[src/logic/seed_ext_macros.svh]
`ifndef SEED_EXT_MACROS_SVH
`define SEED_EXT_MACROS_SVH

// ----------------------------------------
// field widths
// ----------------------------------------
`define READ_NUM_W 9   // read number
`define POS_W      7   // base position in a read
`define IDX_W      64  // interval bound k / l
`define ADDR_W     32  // occurrence block address
`define CNT_W      64  // occurrence count

// ----------------------------------------
// occurrence table geometry
// ----------------------------------------
// one occurrence block covers 2^OCC_SHIFT bwt positions
`define OCC_SHIFT  7

// packed 2-bit bases per seed
`define MAX_BASES  64

`endif

[src/logic/seed_ext_pkg.sv]
`include "seed_ext_macros.svh"

package seed_ext_pkg;

	// ----------------------------------------
	// enums
	// ----------------------------------------
	typedef enum logic [1:0] {
		A = 2'd0,
		C = 2'd1,
		G = 2'd2,
		T = 2'd3
	} base_e;

	typedef enum logic {
		SRC_FWD = 1'b0,
		SRC_BWD = 1'b1
	} src_e;

	typedef enum logic [1:0] {
		IDLE  = 2'd0,
		REQ   = 2'd1,  // request on the occ port
		WAIT  = 2'd2,  // waiting for counts
		WRITE = 2'd3   // interval record out
	} ext_state_e;

	// ----------------------------------------
	// structs
	// ----------------------------------------
	typedef struct packed {
		logic [`READ_NUM_W-1:0]    read_num;
		logic [`IDX_W-1:0]         k;
		logic [`IDX_W-1:0]         l;
		logic [`POS_W-1:0]         start_pos;
		logic [`POS_W-1:0]         num_bases;
		logic [2*`MAX_BASES-1:0]   bases;  // step 0 in bits 1:0
	} seed_t;

	typedef struct packed {
		logic [`READ_NUM_W-1:0] read_num;
		logic [`ADDR_W-1:0]     addr_k;
		logic [`ADDR_W-1:0]     addr_l;
	} occ_req_t;

	typedef struct packed {
		logic [`READ_NUM_W-1:0] read_num;
		logic [`CNT_W-1:0]      occ_k;
		logic [`CNT_W-1:0]      occ_l;
	} occ_rsp_t;

	typedef struct packed {
		logic [`READ_NUM_W-1:0] read_num;
		logic [`POS_W-1:0]      pos;
		logic [`IDX_W-1:0]      k;
		logic [`IDX_W-1:0]      l;
		src_e                   src;
		logic                   last;  // final record of the seed
	} ivl_rec_t;

	// per-base offsets indexed by base code
	typedef logic [3:0][`IDX_W-1:0] base_off_t;

endpackage

[src/logic/fwd_extend.sv]
`timescale 1ns/1ps
`include "seed_ext_macros.svh"

module fwd_extend (
	input  logic                    Clk_32UI,
	input  logic                    rst_n_i,
	input  logic                    start_i,
	input  seed_ext_pkg::seed_t     seed_i,
	input  seed_ext_pkg::base_off_t base_off_i,
	input  logic                    rsp_valid_i,
	input  seed_ext_pkg::occ_rsp_t  rsp_i,
	output logic                    req_valid_o,
	output seed_ext_pkg::occ_req_t  req_o,
	output logic                    rec_we_o,
	output seed_ext_pkg::ivl_rec_t  rec_o,
	output logic                    busy_o
);
	import seed_ext_pkg::*;

	localparam logic [`POS_W-1:0] POS_ONE = 1;

	ext_state_e              state_q;
	logic [`POS_W-1:0]       cnt_q;    // bases left to consume
	logic [2*`MAX_BASES-1:0] bases_q;  // current base in bits 1:0
	ivl_rec_t                rec_q;    // current interval and record

	base_e             cur_base;
	logic [`IDX_W-1:0] blk_k;
	logic [`IDX_W-1:0] blk_l;
	logic [`IDX_W-1:0] new_k;
	logic [`IDX_W-1:0] new_l;
	logic              start_empty;
	logic              step_last;

	// ----------------------------------------
	// next interval
	// ----------------------------------------
	assign cur_base    = base_e'(bases_q[1:0]);
	assign new_k       = base_off_i[cur_base] + rsp_i.occ_k;
	assign new_l       = base_off_i[cur_base] + rsp_i.occ_l;
	assign step_last   = (new_l <= new_k) || (cnt_q == POS_ONE);
	assign start_empty = (seed_i.l <= seed_i.k) || (seed_i.num_bases == '0);

	assign blk_k = rec_q.k >> `OCC_SHIFT;
	assign blk_l = rec_q.l >> `OCC_SHIFT;

	always_comb begin
		req_o.read_num = rec_q.read_num;
		req_o.addr_k   = blk_k[`ADDR_W-1:0];
		req_o.addr_l   = blk_l[`ADDR_W-1:0];
	end

	assign req_valid_o = (state_q == REQ);
	assign rec_we_o    = (state_q == WRITE);
	assign rec_o       = rec_q;
	assign busy_o      = (state_q != IDLE);

	// ----------------------------------------
	// FSM
	// ----------------------------------------
	always_ff @(posedge Clk_32UI or negedge rst_n_i) begin
		if (!rst_n_i) begin
			state_q <= IDLE;
			cnt_q   <= '0;
		end else begin
			case (state_q)
				IDLE: begin
					if (start_i) begin
						cnt_q   <= seed_i.num_bases;
						state_q <= start_empty ? WRITE : REQ;  // empty seed gives one record
					end
				end
				REQ:  state_q <= WAIT;  // never held
				WAIT: begin
					if (rsp_valid_i) begin
						cnt_q   <= cnt_q - POS_ONE;
						state_q <= WRITE;
					end
				end
				WRITE: state_q <= rec_q.last ? IDLE : REQ;
				default: state_q <= IDLE;
			endcase
		end
	end

	always_ff @(posedge Clk_32UI) begin
		if (state_q == IDLE && start_i) begin
			rec_q.read_num <= seed_i.read_num;
			rec_q.pos      <= seed_i.start_pos;
			rec_q.k        <= seed_i.k;
			rec_q.l        <= seed_i.l;
			rec_q.src      <= SRC_FWD;
			rec_q.last     <= 1'b1;
			bases_q        <= seed_i.bases;
		end
		if (state_q == WAIT && rsp_valid_i) begin
			rec_q.k    <= new_k;
			rec_q.l    <= new_l;
			rec_q.last <= step_last;
		end
		if (state_q == WRITE) begin
			rec_q.pos <= rec_q.pos + POS_ONE;  // walk upward
			bases_q   <= bases_q >> 2;
		end
	end

	// response must belong to this engine's outstanding request
	assert property (@(posedge Clk_32UI) disable iff (!rst_n_i)
		rsp_valid_i |-> (state_q == WAIT) && (rsp_i.read_num == rec_q.read_num))
		else $error("fwd_extend: response outside WAIT or for another read");

endmodule

[src/logic/bwd_extend.sv]
`timescale 1ns/1ps
`include "seed_ext_macros.svh"

module bwd_extend (
	input  logic                    Clk_32UI,
	input  logic                    rst_n_i,
	input  logic                    start_i,
	input  seed_ext_pkg::seed_t     seed_i,
	input  seed_ext_pkg::base_off_t base_off_i,
	input  logic                    rsp_valid_i,
	input  seed_ext_pkg::occ_rsp_t  rsp_i,
	input  logic                    req_grant_i,
	input  logic                    rec_accept_i,
	output logic                    req_valid_o,
	output seed_ext_pkg::occ_req_t  req_o,
	output logic                    rec_we_o,
	output seed_ext_pkg::ivl_rec_t  rec_o,
	output logic                    busy_o
);
	import seed_ext_pkg::*;

	localparam logic [`POS_W-1:0] POS_ONE = 1;

	ext_state_e              state_q;
	logic [2*`MAX_BASES-1:0] bases_q;
	ivl_rec_t                rec_q;  // interval at rec_q.pos

	base_e             cur_base;
	logic [`IDX_W-1:0] blk_k;
	logic [`IDX_W-1:0] blk_l;
	logic [`IDX_W-1:0] new_k;
	logic [`IDX_W-1:0] new_l;
	logic              start_empty;
	logic              step_last;

	// ----------------------------------------
	// next interval
	// ----------------------------------------
	assign cur_base    = base_e'(bases_q[1:0]);
	assign new_k       = base_off_i[cur_base] + rsp_i.occ_k;
	assign new_l       = base_off_i[cur_base] + rsp_i.occ_l;
	assign step_last   = (new_l <= new_k) || (rec_q.pos == '0);  // position 0 ends the walk
	assign start_empty = (seed_i.l <= seed_i.k);

	assign blk_k = rec_q.k >> `OCC_SHIFT;
	assign blk_l = rec_q.l >> `OCC_SHIFT;

	always_comb begin
		req_o.read_num = rec_q.read_num;
		req_o.addr_k   = blk_k[`ADDR_W-1:0];
		req_o.addr_l   = blk_l[`ADDR_W-1:0];
	end

	assign req_valid_o = (state_q == REQ);
	assign rec_we_o    = (state_q == WRITE);
	assign rec_o       = rec_q;
	assign busy_o      = (state_q != IDLE);

	// ----------------------------------------
	// FSM held by the arbiter in REQ and WRITE
	// ----------------------------------------
	always_ff @(posedge Clk_32UI or negedge rst_n_i) begin
		if (!rst_n_i) begin
			state_q <= IDLE;
		end else begin
			case (state_q)
				IDLE: begin
					if (start_i) begin
						state_q <= start_empty ? WRITE : REQ;
					end
				end
				REQ: begin
					if (req_grant_i) begin
						state_q <= WAIT;
					end
				end
				WAIT: begin
					if (rsp_valid_i) begin
						state_q <= WRITE;
					end
				end
				WRITE: begin
					if (rec_accept_i) begin
						state_q <= rec_q.last ? IDLE : REQ;
					end
				end
				default: state_q <= IDLE;
			endcase
		end
	end

	always_ff @(posedge Clk_32UI) begin
		if (state_q == IDLE && start_i) begin
			rec_q.read_num <= seed_i.read_num;
			rec_q.pos      <= seed_i.start_pos;
			rec_q.k        <= seed_i.k;
			rec_q.l        <= seed_i.l;
			rec_q.src      <= SRC_BWD;
			rec_q.last     <= 1'b1;
			bases_q        <= seed_i.bases;
		end
		if (state_q == WAIT && rsp_valid_i) begin
			rec_q.k    <= new_k;
			rec_q.l    <= new_l;
			rec_q.last <= step_last;
		end
		// step down only once the record has gone out
		if (state_q == WRITE && rec_accept_i && !rec_q.last) begin
			rec_q.pos <= rec_q.pos - POS_ONE;
			bases_q   <= bases_q >> 2;
		end
	end

	// a refused request stays up and unchanged
	assert property (@(posedge Clk_32UI) disable iff (!rst_n_i)
		req_valid_o && !req_grant_i |=> req_valid_o && $stable(req_o))
		else $error("bwd_extend: held request changed before grant");

	assert property (@(posedge Clk_32UI) disable iff (!rst_n_i)
		rsp_valid_i |-> (state_q == WAIT) && (rsp_i.read_num == rec_q.read_num))
		else $error("bwd_extend: response outside WAIT or for another read");

endmodule

[src/logic/occ_arbiter.sv]
`timescale 1ns/1ps
`include "seed_ext_macros.svh"

module occ_arbiter (
	input  logic                   Clk_32UI,
	input  logic                   rst_n_i,
	input  logic                   fwd_req_valid_i,
	input  seed_ext_pkg::occ_req_t fwd_req_i,
	input  logic                   bwd_req_valid_i,
	input  seed_ext_pkg::occ_req_t bwd_req_i,
	input  logic                   fwd_rec_we_i,
	input  seed_ext_pkg::ivl_rec_t fwd_rec_i,
	input  logic                   bwd_rec_we_i,
	input  seed_ext_pkg::ivl_rec_t bwd_rec_i,
	input  logic                   occ_rsp_valid_i,
	input  seed_ext_pkg::occ_rsp_t occ_rsp_i,
	output logic                   bwd_req_grant_o,
	output logic                   bwd_rec_accept_o,
	output logic                   fwd_rsp_valid_o,
	output logic                   bwd_rsp_valid_o,
	output seed_ext_pkg::occ_rsp_t rsp_o,
	output logic                   occ_req_valid_o,
	output seed_ext_pkg::occ_req_t occ_req_o,
	output logic                   rec_we_o,
	output seed_ext_pkg::ivl_rec_t rec_o
);
	import seed_ext_pkg::*;

	logic [`READ_NUM_W-1:0] read_num_hold_q;  // last read number sent
	src_e [1:0]             src_fifo_q;       // who owns each outstanding request
	logic                   wr_ptr_q;
	logic                   rd_ptr_q;
	logic [1:0]             fifo_cnt_q;

	logic push;
	logic pop;
	src_e push_src;
	src_e head_src;

	// ----------------------------------------
	// request port, forward first
	// ----------------------------------------
	assign occ_req_valid_o = fwd_req_valid_i | bwd_req_valid_i;
	assign bwd_req_grant_o = ~fwd_req_valid_i;

	always_comb begin
		occ_req_o          = '0;
		occ_req_o.read_num = read_num_hold_q;  // idle port keeps the old read
		if (fwd_req_valid_i) begin
			occ_req_o = fwd_req_i;
		end else if (bwd_req_valid_i) begin
			occ_req_o = bwd_req_i;
		end
	end

	always_ff @(posedge Clk_32UI or negedge rst_n_i) begin
		if (!rst_n_i) begin
			read_num_hold_q <= '0;
		end else if (occ_req_valid_o) begin
			read_num_hold_q <= occ_req_o.read_num;
		end
	end

	// ----------------------------------------
	// source FIFO and response steering
	// ----------------------------------------
	assign push     = occ_req_valid_o;
	assign pop      = occ_rsp_valid_i;
	assign push_src = fwd_req_valid_i ? SRC_FWD : SRC_BWD;
	assign head_src = src_fifo_q[rd_ptr_q];

	always_ff @(posedge Clk_32UI) begin
		if (push) begin
			src_fifo_q[wr_ptr_q] <= push_src;
		end
	end

	always_ff @(posedge Clk_32UI or negedge rst_n_i) begin
		if (!rst_n_i) begin
			wr_ptr_q   <= 1'b0;
			rd_ptr_q   <= 1'b0;
			fifo_cnt_q <= 2'd0;
		end else begin
			if (push) begin
				wr_ptr_q <= ~wr_ptr_q;
			end
			if (pop) begin
				rd_ptr_q <= ~rd_ptr_q;
			end
			case ({push, pop})
				2'b10:   fifo_cnt_q <= fifo_cnt_q + 2'd1;
				2'b01:   fifo_cnt_q <= fifo_cnt_q - 2'd1;
				default: fifo_cnt_q <= fifo_cnt_q;
			endcase
		end
	end

	assign rsp_o           = occ_rsp_i;  // both engines see the payload and the strobes pick
	assign fwd_rsp_valid_o = occ_rsp_valid_i && (head_src == SRC_FWD);
	assign bwd_rsp_valid_o = occ_rsp_valid_i && (head_src == SRC_BWD);

	// ----------------------------------------
	// record write merge
	// ----------------------------------------
	assign rec_we_o         = fwd_rec_we_i | bwd_rec_we_i;
	assign bwd_rec_accept_o = ~fwd_rec_we_i;
	assign rec_o            = fwd_rec_we_i ? fwd_rec_i : (bwd_rec_we_i ? bwd_rec_i : '0);

	// at most one request per engine in flight
	assert property (@(posedge Clk_32UI) disable iff (!rst_n_i)
		push && (fifo_cnt_q == 2'd2) |-> pop)
		else $error("occ_arbiter: source FIFO overflow");

	assert property (@(posedge Clk_32UI) disable iff (!rst_n_i)
		pop |-> (fifo_cnt_q != 2'd0))
		else $error("occ_arbiter: response with no request outstanding");

endmodule

[src/logic/seed_ext_top.sv]
`timescale 1ns/1ps

module seed_ext_top (
	input  logic                    Clk_32UI,
	input  logic                    rst_n_i,
	input  logic                    fwd_start_i,
	input  seed_ext_pkg::seed_t     fwd_seed_i,
	input  logic                    bwd_start_i,
	input  seed_ext_pkg::seed_t     bwd_seed_i,
	input  seed_ext_pkg::base_off_t base_off_i,
	input  logic                    occ_rsp_valid_i,
	input  seed_ext_pkg::occ_rsp_t  occ_rsp_i,
	output logic                    occ_req_valid_o,
	output seed_ext_pkg::occ_req_t  occ_req_o,
	output logic                    rec_we_o,
	output seed_ext_pkg::ivl_rec_t  rec_o,
	output logic                    fwd_busy_o,
	output logic                    bwd_busy_o
);
	import seed_ext_pkg::*;

	// engine side of the arbiter
	logic     fwd_req_valid;
	occ_req_t fwd_req;
	logic     fwd_rec_we;
	ivl_rec_t fwd_rec;
	logic     fwd_rsp_valid;
	logic     bwd_req_valid;
	occ_req_t bwd_req;
	logic     bwd_rec_we;
	ivl_rec_t bwd_rec;
	logic     bwd_rsp_valid;
	logic     bwd_req_grant;
	logic     bwd_rec_accept;
	occ_rsp_t rsp;

	fwd_extend fwd_extend_inst (
		.Clk_32UI    (Clk_32UI),
		.rst_n_i     (rst_n_i),
		.start_i     (fwd_start_i),
		.seed_i      (fwd_seed_i),
		.base_off_i  (base_off_i),
		.rsp_valid_i (fwd_rsp_valid),
		.rsp_i       (rsp),
		.req_valid_o (fwd_req_valid),
		.req_o       (fwd_req),
		.rec_we_o    (fwd_rec_we),
		.rec_o       (fwd_rec),
		.busy_o      (fwd_busy_o)
	);

	bwd_extend bwd_extend_inst (
		.Clk_32UI     (Clk_32UI),
		.rst_n_i      (rst_n_i),
		.start_i      (bwd_start_i),
		.seed_i       (bwd_seed_i),
		.base_off_i   (base_off_i),
		.rsp_valid_i  (bwd_rsp_valid),
		.rsp_i        (rsp),
		.req_grant_i  (bwd_req_grant),
		.rec_accept_i (bwd_rec_accept),
		.req_valid_o  (bwd_req_valid),
		.req_o        (bwd_req),
		.rec_we_o     (bwd_rec_we),
		.rec_o        (bwd_rec),
		.busy_o       (bwd_busy_o)
	);

	occ_arbiter occ_arbiter_inst (
		.Clk_32UI         (Clk_32UI),
		.rst_n_i          (rst_n_i),
		.fwd_req_valid_i  (fwd_req_valid),
		.fwd_req_i        (fwd_req),
		.bwd_req_valid_i  (bwd_req_valid),
		.bwd_req_i        (bwd_req),
		.fwd_rec_we_i     (fwd_rec_we),
		.fwd_rec_i        (fwd_rec),
		.bwd_rec_we_i     (bwd_rec_we),
		.bwd_rec_i        (bwd_rec),
		.occ_rsp_valid_i  (occ_rsp_valid_i),
		.occ_rsp_i        (occ_rsp_i),
		.bwd_req_grant_o  (bwd_req_grant),
		.bwd_rec_accept_o (bwd_rec_accept),
		.fwd_rsp_valid_o  (fwd_rsp_valid),
		.bwd_rsp_valid_o  (bwd_rsp_valid),
		.rsp_o            (rsp),
		.occ_req_valid_o  (occ_req_valid_o),
		.occ_req_o        (occ_req_o),
		.rec_we_o         (rec_we_o),
		.rec_o            (rec_o)
	);

endmodule

[config.mk]
export PLATFORM = sky130hd
export DESIGN_NAME = seed_ext_top
export DESIGN_NICKNAME = d
export VERILOG_FILES = /design/src/logic/seed_ext_pkg.sv /design/src/logic/fwd_extend.sv /design/src/logic/bwd_extend.sv /design/src/logic/occ_arbiter.sv /design/src/logic/seed_ext_top.sv
export VERILOG_INCLUDE_DIRS = /design/src /design/src/logic
export SDC_FILE = /design/constraint.sdc
export NUM_CORES = 2
export LEC_CHECK = 0
export BUFFER_PORTS_ARGS = -buffer_cell sky130_fd_sc_hd__buf_2
export CAP_MARGIN = 20
export CORE_AREA = 8 8 447 449
export DETAILED_ROUTE_END_ITERATION = 10
export DIE_AREA = 0 0 455 457
export GPL_TIMING_DRIVEN = 0
export MAX_ROUTING_LAYER = met4
export SLEW_MARGIN = 20
export SYNTH_ARGS = -nofsm -noshare
export SYNTH_HDL_FRONTEND = slang
export SYNTH_SLANG_ARGS = --single-unit
export TNS_END_PERCENT = 100
[constraint.sdc]
create_clock -name Clk_32UI -period 10.65 [get_ports Clk_32UI]
set_clock_uncertainty 0.2 [all_clocks]
set_input_delay 2.6625 -clock Clk_32UI [delete_from_list [all_inputs] [get_ports Clk_32UI]]
set_output_delay 2.6625 -clock Clk_32UI [all_outputs]
set_load 0.05 [all_outputs]
==> metrics.txt <==
nets=8115; Mapped Area=49910 um^2; syn nets=6865; number of port buffers=1162; ys flop type=edfxtp_1; CTS tree=built; DP HPWL=279800 um; CTS max path bufs=3; hold crit path type=flip-flop to flip-flop; Die Span Y=457 um; Worst Path Required=10.85 ns; EDFF count, synth=544; post-synthesis sequential area ratio=0.3400; global-route wire length before repair=415600 um; total number of vias=50770; initial core utilization=0.2584; CTS Buf Count=66; critical path, cell by cell=buf_2 -> mux4_2 -> ha_1 -> and3_1 -> a21bo_2 -> o21ai_1 -> nand2_1 -> a31oi_1 -> a31oi_1 -> or2_2 -> o31ai_1 -> a21oi_1 -> xnor2_1 -> ha_1 -> nand4_1 -> or2_2 -> nor3_1 -> nand3_2 -> nor3_2 -> a211oi_1 -> o31ai_1; total routed wirelength=317100 um; clock slew at reported path FFs=0.06 ns; Peak Freq=94.85 MHz; site row count=162; Core Footprint=193200 um^2; setup_tns=0 ns; Final ANT Viol Nets=0; WHS=0.2669 ns; Fin. Hold Viols=0; H-tree depth=3; Root Driver=clkbuf_16; largest net degree at the start of global routing=54; Leak Pwr=0.02699 uW; io pins=1179; Power per Cell Area=348.5 nW/um^2; Worst slew margin=0.1680; Worst Path Buf+Inv=1; mean routed wirelength per cell=33.98 um; vias in the first global route=49670; area delta synth->final=23.78%; GPL Wtd Cong=1.058; type of origin of the critical path=input port; clk sinks=570; Vias/cell=5.440; fin crit period=10.54 ns; ys async rst share=0.03860; status=complete, no violations; kind of critical path=input port to flip-flop; hold buffers post-CTS=0; maximum vdd drop=0.0001835 V; setup bufs post-CTS=0; All-Layer GR Usage=0.2956; layout cells sized above 1=0.2520; max incr delay on CP=0.78 ns; initial DRC count=5402; slowest cell on the critical path=o21ai_1; Final period util=0.9899; Max Transition Viols Final=0; Worst Tran Pin Value=1.235 ns; Worst-Skew Late Latency=0.66 ns; post-synth cell types=81; grt ovf=0; yosys warns=0; initial antenna violation count=134; RSZ-0062 raised after global routing=false; commonest non-fill, non-tap cell in the layout=buf_2; Post-route DRC=0; Crit path arrival time=10.75 ns; CP top delay family=compound AO/OA/AOI/OAI gates; most frequent cells in the layout=buf_2 (1172), nand2_1 (1036), edfxtp_1 (544), ha_1 (522), o21ai_0 (422); die area=207900 um^2; maximum fanout along the worst path=4; Setup violations, final=0; Cells after Synth=5383; max cap viols=0; post_cts resized=3; Yosys reg bits=570; Avg Cell Area, Syn=9.271 um^2; DIE WIDTH=455 um; CP Capture Type=flip-flop; drt first pass iters=6
[cell families after synthesis]
group,count (synthesis),share of synthesized area
AOI/OAI and AO/OA,1464,0.1859
buffers and inverters,508,0.03851
xor gates and xnor gates,258,0.04528
muxes,348,0.1070
adders and majority gates,526,0.1325
and+or+nand+nor,1709,0.1508
DFF,570,0.3400
[cell usage after synthesis (7+ instances only)]
master / count / area, um^2
o31ai_1: 22 / 165.2
a21o_1: 175 / 1314
nor2b_1: 66 / 412.9
xor2_1: 104 / 910.9
o31a_1: 10 / 87.58
inv_1: 231 / 867.1
o21ai_0: 426 / 2132
ha_1: 522 / 6531
o22ai_1: 10 / 62.56
nand2_1: 1039 / 3900
nand4_1: 117 / 732.0
o21a_1: 26 / 195.2
a221o_1: 9 / 90.09
xnor2_1: 154 / 1349
mux2i_1: 16 / 160.2
or3_1: 12 / 75.07
nand3_1: 76 / 380.4
dfrtp_1: 22 / 550.5
and4_1: 8 / 70.07
and2_1: 18 / 112.6
or2_2: 11 / 68.82
mux4_2: 128 / 2883
mux2_2: 204 / 2297
nand2b_1: 60 / 375.4
a211oi_1: 28 / 210.2
nor4_1: 15 / 93.84
buf_1: 25 / 93.84
a31oi_1: 33 / 206.5
a21boi_0: 14 / 105.1
clkbuf_1: 245 / 919.6
o211ai_1: 22 / 165.2
a221oi_1: 14 / 122.6
and3_1: 29 / 181.4
nor3_1: 54 / 270.3
o221ai_1: 7 / 61.31
nor2_1: 182 / 683.2
a22o_1: 139 / 1217
o21bai_1: 56 / 420.4
a21oi_1: 395 / 1977
edfxtp_1: 544 / 16340
[flip-flops by register name, summed over array words and instances, names as in the netlist]
signal and cells:
occ_arbiter_inst.rd_ptr_q 1, occ_arbiter_inst.read_num_hold_q 9, bwd_extend_inst.rec_o 145, bwd_extend_inst.state_q 2
bwd_extend_inst.bases_q 128, occ_arbiter_inst.wr_ptr_q 1, fwd_extend_inst.state_q 2, fwd_extend_inst.bases_q 128
fwd_extend_inst.cnt_q 7, occ_arbiter_inst.src_fifo_q 2, fwd_extend_inst.rec_o 145
[worst register-to-register path, stage by stage, from the launching register on]
cell and delay (ns):
edfxtp_1 0.33, clkbuf_4 0.15, buf_16 0.25, buf_1 0.75, mux4_2 0.70, ha_1 0.40
and3_1 0.22, a21bo_2 0.23, o21ai_1 0.78, nand2_1 0.21, a31oi_1 0.65, a31oi_1 0.35
or2_2 0.44, o31ai_1 0.64, a21oi_1 0.19, xnor2_1 0.61, ha_1 0.27, nand4_1 0.10
or2_2 0.34, nor3_1 0.62, nand3_2 0.42, nor3_2 0.45, a211oi_1 0.25, o31ai_1 0.24
[routing by layer]
layer	share of wire	global-route usage	vias up	wire length [um]
met5	0	-	-	0
met3	0.084	0.06488	541	26740
met2	0.46	0.4818	2568	147200
met4	0.064	0.1511	0	20270
li1	-	-	22580	-
met1	0.39	0.3418	25080	122800
[path summary, 6_finish.rpt]
path,slack [ns],start,endpoint,cells past startpoint
max reg2reg,0.61,bwd_extend_inst.bases_q[0],bwd_extend_inst.rec_o[0],23
min reg2reg,0.27,fwd_extend_inst.bases_q[127],fwd_extend_inst.bases_q[127],2
max in group asynchronous,7.78,rst_n_i,occ_arbiter_inst.read_num_hold_q[6],1
min in group asynchronous,1.88,rst_n_i,fwd_extend_inst.cnt_q[3],1
max,0.11,base_off_i[135],bwd_extend_inst.rec_o[0],21
min,0.27,fwd_extend_inst.bases_q[127],fwd_extend_inst.bases_q[127],2
[layout make-up]
cell class	count	area [um^2]
Clock buffer	86	1810
Sequential cell	570	16970
Inverter	231	867.1
Antenna cell	108	270.3
Buffer	277	1095
Tap cell	2542	3181
Multi-Input combinational cell	4305	31090
Clock inverter	31	289.0
Fill cell	20220	131400
Timing Repair Buffer	1182	6208
[power by group]
| group | leakage (uW) | internal [uW] | switching, uW | total [uW] |
|---|---|---|---|---|
| registers | 0.00536 | 3480 | 271 | 3760 |
| logic | 0.0206 | 4520 | 11000 | 15500 |
| clock network | 0.00101 | 1280 | 1020 | 2300 |
| total | 0.0270 | 9290 | 12200 | 21500 |
[per-stage QoR]
stage                     area (um^2)  power, uW  cells  worst slack (ns)    util
after floorplan                 49910      12970   5383             3.022       -
after global placement          58900      18910   9087            -3.783  0.3049
after detailed placement        59390      18990   9107            -1.105  0.3074
after CTS                       61500      21340   9224           0.09326  0.3184
after global routing            61720      22500   9309           0.09832  0.3195
final                           61780      21530   9332            0.1071  0.3198
(Power assumes the default switching activity.)
